## src/common/snoop_pkg.sv

```systemverilog
// Shared definitions for the control-flow snooper:
// trace field types, stored entry type, register indices and CTRL bit layout,
// and the recording engine state encoding

package snoop_pkg;

   // Trace record fields
   typedef logic [31:0] pc_t;
   // Privilege level: user 0, supervisor 1, machine 3
   typedef logic [1:0]  priv_t;
   typedef logic [6:0]  opcode_t;

   // Stored record, from the top down: priv, opcode, source pc, destination pc
   typedef logic [72:0] trace_entry_t;

   // Register port
   typedef logic [2:0]  reg_addr_t;
   typedef logic [31:0] reg_data_t;

   localparam reg_addr_t REG_CTRL     = 3'd0;
   localparam reg_addr_t REG_RANGE_LO = 3'd1;
   localparam reg_addr_t REG_RANGE_HI = 3'd2;
   localparam reg_addr_t REG_TRIG_PC  = 3'd3;
   // Read-only status
   localparam reg_addr_t REG_FIRST    = 3'd4;
   localparam reg_addr_t REG_LAST     = 3'd5;
   localparam reg_addr_t REG_COUNT    = 3'd6;

   // CTRL bit positions
   localparam int unsigned CTRL_EN_BIT   = 0;
   localparam int unsigned CTRL_CLR_BIT  = 1;
   localparam int unsigned CTRL_MASK_LSB = 2;
   localparam int unsigned CTRL_NUM_LSB  = 8;

   // Frozen flag inside REG_COUNT
   localparam int unsigned COUNT_FROZEN_BIT = 31;

   // Recording engine states
   typedef enum logic [1:0] {
      IDLE,
      ARMED,
      FROZEN
   } snoop_state_e;

endpackage

```

## src/design/wrap_counter.sv

```systemverilog
// Write pointer of the circular buffer
// Fill count saturating at DEPTH, wrap flag, oldest and newest index

`timescale 1ns/1ps

module wrap_counter #(
   parameter int unsigned DEPTH = 16
) (
   input  logic                     clk_i,
   input  logic                     rst_i,
   input  logic                     clr_i,
   input  logic                     adv_i,
   output logic [$clog2(DEPTH)-1:0] wr_ptr_o,
   output logic [$clog2(DEPTH)-1:0] first_o,
   output logic [$clog2(DEPTH)-1:0] last_o,
   output logic [$clog2(DEPTH):0]   count_o,
   output logic                     wrapped_o
);

   localparam int unsigned PTR_W = $clog2(DEPTH);
   localparam int unsigned CNT_W = PTR_W + 1;

   logic full;

   assign full = (count_o == CNT_W'(DEPTH));

   always_ff @(posedge clk_i) begin
      if (rst_i || clr_i) begin
         wr_ptr_o  <= '0;
         count_o   <= '0;
         wrapped_o <= 1'b0;
      end else if (adv_i) begin
         // Power of two depth, so the pointer wraps by itself
         wr_ptr_o <= wr_ptr_o + 1'b1;
         if (!full) begin
            count_o <= count_o + 1'b1;
         end
         if (wr_ptr_o == PTR_W'(DEPTH - 1)) begin
            wrapped_o <= 1'b1;
         end
      end
   end

   // Oldest entry sits at the write pointer once overwritten
   assign first_o = wrapped_o ? wr_ptr_o : '0;

   // Newest entry, zero while empty
   assign last_o = (count_o == '0) ? '0 : wr_ptr_o - 1'b1;

   a_count_bound: assert property (@(posedge clk_i) disable iff (rst_i)
      count_o <= CNT_W'(DEPTH));

endmodule

```

## src/design/trigger_unit.sv

```systemverilog
// Trigger on the Nth accepted record whose destination matches trig_pc_i
// A match number of zero behaves as one

`timescale 1ns/1ps

module trigger_unit (
   input  logic           clk_i,
   input  logic           rst_i,
   input  logic           clr_i,
   input  logic           accept_i,
   input  snoop_pkg::pc_t rec_pc_dst_i,
   input  snoop_pkg::pc_t trig_pc_i,
   input  logic [7:0]     trig_num_i,
   output logic           fire_o
);

   logic [7:0] match_cnt_q;
   logic [7:0] target;
   logic       match;

   assign match  = accept_i && (rec_pc_dst_i == trig_pc_i);
   assign target = (trig_num_i == '0) ? 8'd1 : trig_num_i;

   // Fires together with the write of the matching record
   assign fire_o = match && ({1'b0, match_cnt_q} + 9'd1 == {1'b0, target});

   always_ff @(posedge clk_i) begin
      if (rst_i || clr_i) begin
         match_cnt_q <= '0;
      end else if (match && match_cnt_q != 8'hff) begin
         match_cnt_q <= match_cnt_q + 1'b1;
      end
   end

endmodule

```

## src/snooper/snoop_cfg_regs.sv

```systemverilog
// Configuration and status register bank
// Strobe-based write and read port, registered read data

`timescale 1ns/1ps

module snoop_cfg_regs #(
   parameter int unsigned DEPTH = 16
) (
   input  logic                  clk_i,
   input  logic                  rst_i,
   input  logic                  cfg_we_i,
   input  logic                  cfg_re_i,
   input  snoop_pkg::reg_addr_t  cfg_addr_i,
   input  snoop_pkg::reg_data_t  cfg_wdata_i,
   input  logic [$clog2(DEPTH)-1:0] first_i,
   input  logic [$clog2(DEPTH)-1:0] last_i,
   input  logic [$clog2(DEPTH):0]   count_i,
   input  logic                  frozen_i,
   output snoop_pkg::reg_data_t  cfg_rdata_o,
   output logic                  cfg_rvalid_o,
   output logic                  enable_o,
   output logic                  clear_o,
   output logic [3:0]            priv_mask_o,
   output snoop_pkg::pc_t        range_lo_o,
   output snoop_pkg::pc_t        range_hi_o,
   output snoop_pkg::pc_t        trig_pc_o,
   output logic [7:0]            trig_num_o
);

   logic                 ctrl_wr;
   snoop_pkg::reg_data_t rdata_d;

   assign ctrl_wr = cfg_we_i && (cfg_addr_i == snoop_pkg::REG_CTRL);

   //////////////////////////////////////////////////
   // Writable registers
   //////////////////////////////////////////////////

   always_ff @(posedge clk_i) begin
      if (rst_i) begin
         enable_o    <= 1'b0;
         clear_o     <= 1'b0;
         priv_mask_o <= '0;
         trig_num_o  <= '0;
         range_lo_o  <= '0;
         range_hi_o  <= '0;
         trig_pc_o   <= '0;
      end else begin
         // Clear is a one-cycle pulse
         clear_o <= ctrl_wr && cfg_wdata_i[snoop_pkg::CTRL_CLR_BIT];
         if (ctrl_wr) begin
            enable_o    <= cfg_wdata_i[snoop_pkg::CTRL_EN_BIT];
            priv_mask_o <= cfg_wdata_i[snoop_pkg::CTRL_MASK_LSB +: 4];
            trig_num_o  <= cfg_wdata_i[snoop_pkg::CTRL_NUM_LSB +: 8];
         end
         if (cfg_we_i && cfg_addr_i == snoop_pkg::REG_RANGE_LO) begin
            range_lo_o <= cfg_wdata_i;
         end
         if (cfg_we_i && cfg_addr_i == snoop_pkg::REG_RANGE_HI) begin
            range_hi_o <= cfg_wdata_i;
         end
         if (cfg_we_i && cfg_addr_i == snoop_pkg::REG_TRIG_PC) begin
            trig_pc_o <= cfg_wdata_i;
         end
      end
   end

   //////////////////////////////////////////////////
   // Read decode
   //////////////////////////////////////////////////

   always_comb begin
      rdata_d = '0;
      case (cfg_addr_i)
         snoop_pkg::REG_CTRL: begin
            rdata_d[snoop_pkg::CTRL_EN_BIT]         = enable_o;
            rdata_d[snoop_pkg::CTRL_MASK_LSB +: 4]  = priv_mask_o;
            rdata_d[snoop_pkg::CTRL_NUM_LSB +: 8]   = trig_num_o;
         end
         snoop_pkg::REG_RANGE_LO: rdata_d = range_lo_o;
         snoop_pkg::REG_RANGE_HI: rdata_d = range_hi_o;
         snoop_pkg::REG_TRIG_PC:  rdata_d = trig_pc_o;
         snoop_pkg::REG_FIRST:    rdata_d = snoop_pkg::reg_data_t'(first_i);
         snoop_pkg::REG_LAST:     rdata_d = snoop_pkg::reg_data_t'(last_i);
         snoop_pkg::REG_COUNT: begin
            rdata_d = snoop_pkg::reg_data_t'(count_i);
            rdata_d[snoop_pkg::COUNT_FROZEN_BIT] = frozen_i;
         end
         default: rdata_d = '0;
      endcase
   end

   always_ff @(posedge clk_i) begin
      if (rst_i) begin
         cfg_rvalid_o <= 1'b0;
         cfg_rdata_o  <= '0;
      end else begin
         cfg_rvalid_o <= cfg_re_i;
         if (cfg_re_i) begin
            cfg_rdata_o <= rdata_d;
         end
      end
   end

endmodule

```

## src/snooper/trace_filter.sv

```systemverilog
// Acceptance filter for the captured trace record
// Privilege mask and inclusive destination window

`timescale 1ns/1ps

module trace_filter (
   input  logic             rec_valid_i,
   input  snoop_pkg::priv_t rec_priv_i,
   input  snoop_pkg::pc_t   rec_pc_dst_i,
   input  logic [3:0]       priv_mask_i,
   input  snoop_pkg::pc_t   range_lo_i,
   input  snoop_pkg::pc_t   range_hi_i,
   output logic             pass_o
);

   logic priv_ok;
   logic in_window;

   // Mask bit indexed by privilege level
   assign priv_ok = priv_mask_i[rec_priv_i];

   // Both bounds are inclusive
   assign in_window = (rec_pc_dst_i >= range_lo_i) && (rec_pc_dst_i <= range_hi_i);

   assign pass_o = rec_valid_i && priv_ok && in_window;

endmodule

```

## src/snooper/snoop_engine.sv

```systemverilog
// Recording engine of the snooper
// Input capture register for the core trace record and the
// IDLE / ARMED / FROZEN state machine that steers buffer, counter and trigger

`timescale 1ns/1ps

module snoop_engine (
   input  logic                     clk_i,
   input  logic                     rst_i,
   input  logic                     trace_valid_i,
   input  snoop_pkg::pc_t           pc_src_i,
   input  snoop_pkg::pc_t           pc_dst_i,
   input  snoop_pkg::priv_t         priv_i,
   input  snoop_pkg::opcode_t       opcode_i,
   input  logic                     enable_i,
   input  logic                     clear_i,
   input  logic                     pass_i,
   input  logic                     fire_i,
   output logic                     rec_valid_o,
   output snoop_pkg::priv_t         rec_priv_o,
   output snoop_pkg::pc_t           rec_pc_dst_o,
   output logic                     wr_en_o,
   output snoop_pkg::trace_entry_t  wr_entry_o,
   output logic                     accept_o,
   output logic                     clr_o,
   output logic                     frozen_o
);

   snoop_pkg::snoop_state_e state_q;
   snoop_pkg::snoop_state_e state_d;
   snoop_pkg::pc_t          rec_pc_src;
   snoop_pkg::opcode_t      rec_opcode;

   //////////////////////////////////////////////////
   // Capture register
   //////////////////////////////////////////////////

   always_ff @(posedge clk_i) begin
      if (rst_i) begin
         rec_valid_o <= 1'b0;
      end else begin
         rec_valid_o <= trace_valid_i;
      end
   end

   always_ff @(posedge clk_i) begin
      rec_priv_o   <= priv_i;
      rec_pc_src   <= pc_src_i;
      rec_pc_dst_o <= pc_dst_i;
      rec_opcode   <= opcode_i;
   end

   assign wr_entry_o = {rec_priv_o, rec_opcode, rec_pc_src, rec_pc_dst_o};

   //////////////////////////////////////////////////
   // Recording state machine
   //////////////////////////////////////////////////

   // A clear cycle stores nothing
   assign accept_o = (state_q == snoop_pkg::ARMED) && enable_i && !clear_i && pass_i;
   assign wr_en_o  = accept_o;
   assign frozen_o = (state_q == snoop_pkg::FROZEN);

   // Restart pointer and match count on arming or on a host clear
   assign clr_o = clear_i || ((state_q == snoop_pkg::IDLE) && enable_i);

   always_comb begin
      state_d = state_q;
      if (!enable_i) begin
         state_d = snoop_pkg::IDLE;
      end else if (clear_i) begin
         state_d = snoop_pkg::ARMED;
      end else begin
         case (state_q)
            snoop_pkg::IDLE:  state_d = snoop_pkg::ARMED;
            snoop_pkg::ARMED: begin
               if (accept_o && fire_i) begin
                  state_d = snoop_pkg::FROZEN;
               end
            end
            default: state_d = state_q;
         endcase
      end
   end

   always_ff @(posedge clk_i) begin
      if (rst_i) begin
         state_q <= snoop_pkg::IDLE;
      end else begin
         state_q <= state_d;
      end
   end

   //////////////////////////////////////////////////
   // Assertions
   //////////////////////////////////////////////////

   a_wr_only_armed: assert property (@(posedge clk_i) disable iff (rst_i)
      wr_en_o |-> state_q == snoop_pkg::ARMED);

endmodule

```

## src/snooper/trace_buffer.sv

```systemverilog
// Circular trace entry memory
// One write port from the engine, one registered read port for the host

`timescale 1ns/1ps

module trace_buffer #(
   parameter int unsigned DEPTH = 16
) (
   input  logic                     clk_i,
   input  logic                     rst_i,
   input  logic                     wr_en_i,
   input  logic [$clog2(DEPTH)-1:0] wr_addr_i,
   input  snoop_pkg::trace_entry_t  wr_entry_i,
   input  logic                     rd_en_i,
   input  logic [$clog2(DEPTH)-1:0] rd_addr_i,
   output snoop_pkg::trace_entry_t  rd_entry_o,
   output logic                     rd_valid_o
);

   snoop_pkg::trace_entry_t mem_q [DEPTH];

   // Entry array
   always_ff @(posedge clk_i) begin
      if (wr_en_i) begin
         mem_q[wr_addr_i] <= wr_entry_i;
      end
   end

   // Registered read data
   always_ff @(posedge clk_i) begin
      if (rd_en_i) begin
         rd_entry_o <= mem_q[rd_addr_i];
      end
   end

   always_ff @(posedge clk_i) begin
      if (rst_i) begin
         rd_valid_o <= 1'b0;
      end else begin
         rd_valid_o <= rd_en_i;
      end
   end

endmodule

```

## src/snooper/snooper_top.sv

```systemverilog
// Control-flow trace snooper top level
// Register bank, capture and state machine, filter, circular buffer,
// write pointer and trigger

`timescale 1ns/1ps

module snooper_top #(
   parameter int unsigned DEPTH = 16
) (
   input  logic                     clk_i,
   input  logic                     rst_i,
   // Core trace port
   input  logic                     trace_valid_i,
   input  snoop_pkg::pc_t           pc_src_i,
   input  snoop_pkg::pc_t           pc_dst_i,
   input  snoop_pkg::priv_t         priv_i,
   input  snoop_pkg::opcode_t       opcode_i,
   // Host register port
   input  logic                     cfg_we_i,
   input  logic                     cfg_re_i,
   input  snoop_pkg::reg_addr_t     cfg_addr_i,
   input  snoop_pkg::reg_data_t     cfg_wdata_i,
   output snoop_pkg::reg_data_t     cfg_rdata_o,
   output logic                     cfg_rvalid_o,
   // Host buffer read port
   input  logic                     buf_re_i,
   input  logic [$clog2(DEPTH)-1:0] buf_addr_i,
   output snoop_pkg::trace_entry_t  buf_rdata_o,
   output logic                     buf_rvalid_o,
   output logic                     trigger_o
);

   localparam int unsigned PTR_W = $clog2(DEPTH);

   logic                    enable;
   logic                    clear;
   logic [3:0]              priv_mask;
   snoop_pkg::pc_t          range_lo;
   snoop_pkg::pc_t          range_hi;
   snoop_pkg::pc_t          trig_pc;
   logic [7:0]              trig_num;

   logic                    rec_valid;
   snoop_pkg::priv_t        rec_priv;
   snoop_pkg::pc_t          rec_pc_dst;
   logic                    pass;
   logic                    accept;
   logic                    fire;
   logic                    clr;
   logic                    wr_en;
   snoop_pkg::trace_entry_t wr_entry;

   logic [PTR_W-1:0]        wr_ptr;
   logic [PTR_W-1:0]        first;
   logic [PTR_W-1:0]        last;
   logic [PTR_W:0]          count;

   //////////////////////////////////////////////////
   // Configuration
   //////////////////////////////////////////////////

   snoop_cfg_regs #(
      .DEPTH        ( DEPTH        )
   ) i_cfg_regs (
      .clk_i        ( clk_i        ),
      .rst_i        ( rst_i        ),
      .cfg_we_i     ( cfg_we_i     ),
      .cfg_re_i     ( cfg_re_i     ),
      .cfg_addr_i   ( cfg_addr_i   ),
      .cfg_wdata_i  ( cfg_wdata_i  ),
      .first_i      ( first        ),
      .last_i       ( last         ),
      .count_i      ( count        ),
      .frozen_i     ( trigger_o    ),
      .cfg_rdata_o  ( cfg_rdata_o  ),
      .cfg_rvalid_o ( cfg_rvalid_o ),
      .enable_o     ( enable       ),
      .clear_o      ( clear        ),
      .priv_mask_o  ( priv_mask    ),
      .range_lo_o   ( range_lo     ),
      .range_hi_o   ( range_hi     ),
      .trig_pc_o    ( trig_pc      ),
      .trig_num_o   ( trig_num     )
   );

   //////////////////////////////////////////////////
   // Capture, filter and trigger
   //////////////////////////////////////////////////

   snoop_engine i_engine (
      .clk_i         ( clk_i         ),
      .rst_i         ( rst_i         ),
      .trace_valid_i ( trace_valid_i ),
      .pc_src_i      ( pc_src_i      ),
      .pc_dst_i      ( pc_dst_i      ),
      .priv_i        ( priv_i        ),
      .opcode_i      ( opcode_i      ),
      .enable_i      ( enable        ),
      .clear_i       ( clear         ),
      .pass_i        ( pass          ),
      .fire_i        ( fire          ),
      .rec_valid_o   ( rec_valid     ),
      .rec_priv_o    ( rec_priv      ),
      .rec_pc_dst_o  ( rec_pc_dst    ),
      .wr_en_o       ( wr_en         ),
      .wr_entry_o    ( wr_entry      ),
      .accept_o      ( accept        ),
      .clr_o         ( clr           ),
      .frozen_o      ( trigger_o     )
   );

   trace_filter i_filter (
      .rec_valid_i  ( rec_valid  ),
      .rec_priv_i   ( rec_priv   ),
      .rec_pc_dst_i ( rec_pc_dst ),
      .priv_mask_i  ( priv_mask  ),
      .range_lo_i   ( range_lo   ),
      .range_hi_i   ( range_hi   ),
      .pass_o       ( pass       )
   );

   trigger_unit i_trigger (
      .clk_i        ( clk_i      ),
      .rst_i        ( rst_i      ),
      .clr_i        ( clr        ),
      .accept_i     ( accept     ),
      .rec_pc_dst_i ( rec_pc_dst ),
      .trig_pc_i    ( trig_pc    ),
      .trig_num_i   ( trig_num   ),
      .fire_o       ( fire       )
   );

   //////////////////////////////////////////////////
   // Circular buffer
   //////////////////////////////////////////////////

   wrap_counter #(
      .DEPTH     ( DEPTH  )
   ) i_wrap_counter (
      .clk_i     ( clk_i  ),
      .rst_i     ( rst_i  ),
      .clr_i     ( clr    ),
      .adv_i     ( wr_en  ),
      .wr_ptr_o  ( wr_ptr ),
      .first_o   ( first  ),
      .last_o    ( last   ),
      .count_o   ( count  ),
      .wrapped_o (        )
   );

   trace_buffer #(
      .DEPTH      ( DEPTH        )
   ) i_trace_buffer (
      .clk_i      ( clk_i        ),
      .rst_i      ( rst_i        ),
      .wr_en_i    ( wr_en        ),
      .wr_addr_i  ( wr_ptr       ),
      .wr_entry_i ( wr_entry     ),
      .rd_en_i    ( buf_re_i     ),
      .rd_addr_i  ( buf_addr_i   ),
      .rd_entry_o ( buf_rdata_o  ),
      .rd_valid_o ( buf_rvalid_o )
   );

endmodule

```

## config.mk

```make
export PLATFORM = sky130hd
export DESIGN_NAME = snooper_top
export DESIGN_NICKNAME = d
export VERILOG_FILES = /design/src/common/snoop_pkg.sv /design/src/design/wrap_counter.sv /design/src/design/trigger_unit.sv /design/src/snooper/snoop_cfg_regs.sv /design/src/snooper/trace_filter.sv /design/src/snooper/snoop_engine.sv /design/src/snooper/trace_buffer.sv /design/src/snooper/snooper_top.sv
export SDC_FILE = /design/constraint.sdc
export NUM_CORES = 1
export LEC_CHECK = 0
export ABC_AREA = 0
export BUFFER_PORTS_ARGS = -buffer_cell sky130_fd_sc_hd__buf_4
export CORE_MARGIN = 1.5
export CORE_UTILIZATION = 48
export CTS_CLUSTER_DIAMETER = 80
export DETAILED_ROUTE_END_ITERATION = 8
export HOLD_SLACK_MARGIN = 0.08
export PLACE_DENSITY_LB_ADDON = 0.2
export SYNTH_ARGS = -nofsm -noshare
export SYNTH_HDL_FRONTEND = slang
export SYNTH_SLANG_ARGS = --single-unit
```

## constraint.sdc

```tcl
create_clock -name clk_i -period 5.2 [get_ports clk_i]
set_input_delay 0.26 -clock clk_i [delete_from_list [all_inputs] [get_ports clk_i]]
set_output_delay 0.26 -clock clk_i [all_outputs]
set_load 0.05 [all_outputs]
```

Word-level counts from Yosys, hierarchy flattened
Memories as Yosys holds them, arrays and structs flattened. A register that Yosys moved wholly into a read port is not among the register bits.
Cells that the tools add are included.

storage, ports and cells
  bits in registers = 238
  latch bits = 0
  RAM bits = 1168
  ROM bits = 0
  bits of input ports = 118
  output and inout bits = 108
  word-level logic and storage cells = 94
  memories kept = 1

operators by class
  $add $sub $neg = 5
  $mul = 0
  div/mod/pow operators = 0
  order comparisons = 3
  equal/unequal tests = 15
  shift-type cells = 0
  mux-type cells = 16
  bitwise logic cells = 2
  reduce and logical (&&, ||, !) cells = 31

memories
  name                  words  bits a word  rd ports  clocked after memory_dff  wr ports  line                RTL
  i_trace_buffer.mem_q  16     73           1         1                         1         trace_buffer.sv:20  snoop_pkg::trace_entry_t mem_q [DEPTH];

operators by type and width
  operator               count
  $pmux W16 S4           1
  $eq A32 B32 Y1         1
  $ge A32 B32 Y1         1
  $le A32 B32 Y1         1
  $pmux W8 S4            1
  $pmux W4 S7            1
  $logic_and A1 B1 Y1    16
  $add A8 B1 Y9 const B  1
  $eq A3 B3 Y1 const B   3
  $eq A9 B8 Y1           1
  $add A8 B1 Y8 const B  1
  $logic_not A8 Y1       1
  $mux W4                2
  $mux W8                1
  $ne A8 B8 Y1 const B   1
  $reduce_and A2 Y1      4
  $pmux W1 S7            1
  $eq A3 B2 Y1 const B   2
  $pmux W1 S6            1
  $pmux W2 S3            1
  $add A5 B1 Y5 const B  1
  $eq A5 B5 Y1 const B   1
  $logic_not A5 Y1       1
  $add A4 B1 Y4 const B  1
  21 further kinds       26

Logic depth before layout (Yosys ltp)
  word-level depth = 11
  depth in mapped cells = 10
  depth with buffers taken out = 9

Hierarchy
From an unflattened synthesis, not the netlist that was laid out.

second synthesis, totals
  cells, all modules = 3126
  area total of the unflattened synthesis = 56813.2 um^2

by module, submodules not included
  module          instances  cells an instance  area each (um^2)  seq. area each (um^2)
  trace_buffer    1          1877               45884.0           37285.8
  snoop_cfg_regs  1          725                5954.5            2862.7
  snoop_engine    1          124                1864.3            1521.5
  trace_filter    1          225                1654.1            0.0
  trigger_unit    1          111                898.4             160.2
  wrap_counter    1          64                 558.0             200.2

Worst setup path after synthesis
No wires, ideal clock.

  path kind = register to register
  from = register i_engine.rec_pc_dst_o[23]
  to = memory i_trace_buffer.mem_q[11][0] (netlist name) (enable)
  library setup time = 440 ps
  arrival time = 4029 ps
  required time = 4760 ps
  slack = 732 ps
  cell stages (with the launch flop) = 10
  buffers on the path = 1
  clock period less this slack = 4468 ps
  cells stage by stage = dfxtp_1 > ha_1 > a21oi_1 > o21a_1 > o22ai_1 > or4_1 > o22ai_1 > o21a_1 > clkbuf_1 > and3_1

between the ends
  word-level cells in the longest chain between the ends = 6
  elaborated cells on any way between the ends = 7
  classes of those cells = 2 x order compare; 2 x mux; 3 x reduce/logical

ends and longest elaborated chain
  what                                                     line                RTL
  from (decl)                                              snoop_engine.sv:21  output snoop_pkg::pc_t rec_pc_dst_o,
  from (signal assigned)                                   snoop_engine.sv:49  rec_pc_dst_o <= pc_dst_i;
  $ge A32 B32 Y1 / $le A32 B32 Y1 (equally long branches)  trace_filter.sv:23  assign in_window = (rec_pc_dst_i >= range_lo_i) && (rec_pc_dst_i <= range_hi_i);
  $logic_and A1 B1 Y1 *                                    trace_filter.sv:23
  $logic_and A1 B1 Y1 *                                    trace_filter.sv:25  assign pass_o = rec_valid_i && priv_ok && in_window;
  $logic_and A1 B1 Y1 *                                    snoop_engine.sv:60  assign accept_o = (state_q == snoop_pkg::ARMED) && enable_i && !clear_i && pass_i;
  $mux W1 *                                                trace_buffer.sv:24  if (wr_en_i) begin
  $mux W1 (not written as such) *                          trace_buffer.sv:25  mem_q[wr_addr_i] <= wr_entry_i;
  to (decl)                                                trace_buffer.sv:20

Mark *: on every way between the ends. The rest lies on a longest branch, timed or not.

Final worst setup path
  from = register i_engine.rec_pc_dst_o[25]
  to = memory i_trace_buffer.mem_q[10][65] (netlist name) (enable)

The elaborated chain is that of the path after synthesis.

==> impl_results.md <==
* Post-Layout Inst Area at 66,600 um^2
* Status: finished, final reports clean
* DRC errors left at 0
* Number of synthesized flops with an enable pin at between 1,000 and 1,500
* CTS tree: built
* Critical Path AT at 4800 ps
* Footprint of the multi-input gates at 13,690 um^2
* Worst setup SP type: flip-flop
* CP cell instances: ha_1 -> nand4_1 -> or2_1 -> o22ai_1 -> or4_1 -> o22ai_1 -> o21a_1 -> and3_4 -> buf_4
* Longest Clk Path Bufs at 3
* Final GP Congestion at 0.8745
* Most used cell, CP: o22ai_1
* Synthesized area per cell at 19.25 um^2
* Most frequent cells in the layout: edfxtp_1 (1,241), mux4_2 (376), nand2_1 (278)
* CP max FO at 35
* Syn Inst Count at 2,932
* Die H at 346.0 um
* Synthesized flop and latch total at 1,479
* Initial Util at 48.52%
* Port Buffers at 225
* Register area at 42,030 um^2
* Clock Sinks at 1,479
* Total GRT Usage at a little under a quarter
* Max Cap Viol at 0
* CP delay by family, top: simple AND/OR/NAND/NOR gates
* Synth area leaders: edfxtp_1 (66%), mux4_2 (15%), dfxtp_1 (8.4%)
* Synth async-reset ratio at 0%
* DRT Pass-1 Iters at 6
* Slowest CP cell: and3_4
* Yosys top cell by area: edfxtp_1
* Chip width at approximately 350 um
* Top FF cell, synth: edfxtp_1
* Slew of the pin with the lowest slew margin at 1099 ps
* First-pass GRT wire length at 199,300 um
* Clock Pin Slew Worst Setup and Hold Paths at 60 ps
* Fill cells at 8,697
* Antenna-violating nets left at 0
* Hold_ws at ~130 ps
* Tcrit/Tclk final at 84.34%
* Vias in the first global route at 30,360
* Fin. Hold Viols at 0
* Nets at 3,543
* Max IR drop VDD at 0.3032 mV
* Relative slew slack at 26.74%
* Die area at 119,700 um^2
* Iteration-0 DRC Markers at 3,017
* Antenna cells at 0
* Clk root buf: clkbuf_16
* DP Area at 60,460 um^2
* Post-synth top area share at 66.01%
* Via/cell ratio at ~5.8
* Largest net degree at the start of global routing at 99
* Initial antenna violation count at 1
* Unrepaired setup endpoints after global routing: false
* WP buf/inv at 1
* Min-delay worst type: in2reg
* Critical Path Max Stage Delay at 790 ps
* Skew final at 31.48 ps
* Final core occ at between 50% and 60%
* Site Rows at between 100 and 150
* Final Max Tran Viols at 0
* PwrDens at 377.8 nW/um^2
* Share of cells above drive strength 1 at 26.63%
* Leakage at 21.75 nW
* Layout area overhead at 17.98%
* Yosys cell types at 55
* Worst Setup End Kind: flip-flop
* Core area at 116,400 um^2
* Wirelength per Cell at roughly 27 um
* Total number of vias at 29,130
* Final Critical Period at ~4400 ps
* I/O pin cnt at 226
* WS Path Type: reg2reg
* CTS H-tree depth at 4
* DPL Wire Length at 80,490 um
* GRT overflow at 0
* Worst skew pair latency at 750 ps
* CTS buffer count at 154
* Final setup viols at 0
* Synth warn at 0
* Worst path required time at 5610 ps
* Mapped Nets at 3,122
* Final wirelength at between 100,000 and 150,000 um
* Commonest non-fill, non-tap cell in the layout: edfxtp_1
* Max Freq at 228.0 MHz
* Synth Cell Area at 56,460 um^2
* Fraction of the yosys area taken by sequential cells at 74.45%
* Setup TNS at 0 ps
## report_power, final
group,total (W),internal [W],switching (W)
registers,0.0131,0.0129,0.000186
clock network,0.0108,0.00626,0.00453
logic,0.00124,0.000548,0.000688
## cell families (layout without fill, tap and decap cells)
logic type	count (synthesis)	after routing	share of synthesized area, %
simple gates	452	452	3.528
fa+ha+maj	72	72	1.596
buf+inv	221	770	1.525
flops	1479	1479	74.45
compound gates	269	269	2.883
xor+xnor	44	44	0.6826
mux	395	395	15.34
## worst paths after layout
path / start / end / slack [ps] / cells past startpoint
max: i_engine.rec_pc_dst_o[25] / i_trace_buffer.mem_q[10][65] / 810 / 9
max reg2reg: i_engine.rec_pc_dst_o[25] / i_trace_buffer.mem_q[10][65] / 810 / 9
min reg2reg: i_cfg_regs.range_lo_o[22] / i_cfg_regs.range_lo_o[22] / 450 / 2
min: buf_re_i / i_trace_buffer.rd_entry_o[64] / 130 / 1
## cell type report
class / count / share of cell area, %
Clock inverter: 76 / 1.178
Tap cell: 1524 / 2.863
Inverter: 76 / 0.4283
Clock buffer: 208 / 6.363
Sequential cell: 1479 / 63.10
Timing Repair Buffer: 410 / 5.502
Multi-Input combinational cell: 1232 / 20.56
## flip-flops by register name, indices dropped and copies added, names as in the netlist, 4 cells and up
| signal | count |
|---|---|
| i_trace_buffer.mem_q | 1168 |
| i_cfg_regs.trig_num_o | 8 |
| i_cfg_regs.range_hi_o | 32 |
| i_cfg_regs.range_lo_o | 32 |
| i_wrap_counter.wr_ptr_o | 4 |
| i_engine.rec_pc_src | 32 |
| i_cfg_regs.priv_mask_o | 4 |
| i_engine.rec_pc_dst_o | 32 |
| i_trace_buffer.rd_entry_o | 73 |
| i_cfg_regs.cfg_rdata_o | 32 |
| i_engine.rec_opcode | 7 |
| i_wrap_counter.count_o | 5 |
| i_trigger.match_cnt_q | 8 |
| i_cfg_regs.trig_pc_o | 32 |
## metal layers
layer,share of wire [%],vias to the layer above,track usage [%]
li1,-,12600,-
met1,43,15360,31.71
met2,50,996,36.84
met3,5.6,178,3.400
met4,2.2,0,6.374
met5,0,-,0
## through the flow
stage	std cells	power, W	setup WS, ps
after detailed placement	4609	0.01457	786.8
after CTS	5005	0.02539	749.1
after global placement	4609	0.01455	830.0
after global routing	5005	0.02593	561.4
final	5005	0.02516	814.4
after floorplan	2932	0.01406	731.6
## synth_stat cells (19+ instances only)
| cell type | number |
|---|---|
| edfxtp_1 | 1241 |
| mux4_2 | 376 |
| nand2_1 | 278 |
| dfxtp_1 | 238 |
| a21oi_1 | 140 |
| clkbuf_1 | 103 |
| inv_1 | 74 |
| ha_1 | 72 |
| nor2_1 | 54 |
| xnor2_1 | 35 |
| o21ai_0 | 29 |
| a22oi_1 | 27 |
| buf_2 | 25 |
| and3_1 | 24 |
| nand4_1 | 22 |
| mux2i_1 | 19 |
## timing repair
item                                   in CTS  in global routing
setup buffers                               0                  0
hold buffers                              112                  0
endpoints found under the hold margin     198                  0
resized for setup                           0                  0
## worst reg2reg max path, cell delays in order, from the launching register on
cell and delay [ps]:
dfxtp_1 780, ha_1 380, nand4_1 160, or2_1 170
o22ai_1 110, or4_1 550, o22ai_1 180, o21a_1 500
and3_4 790, buf_4 430
Note: power is estimated with default switching activity, not from simulation.
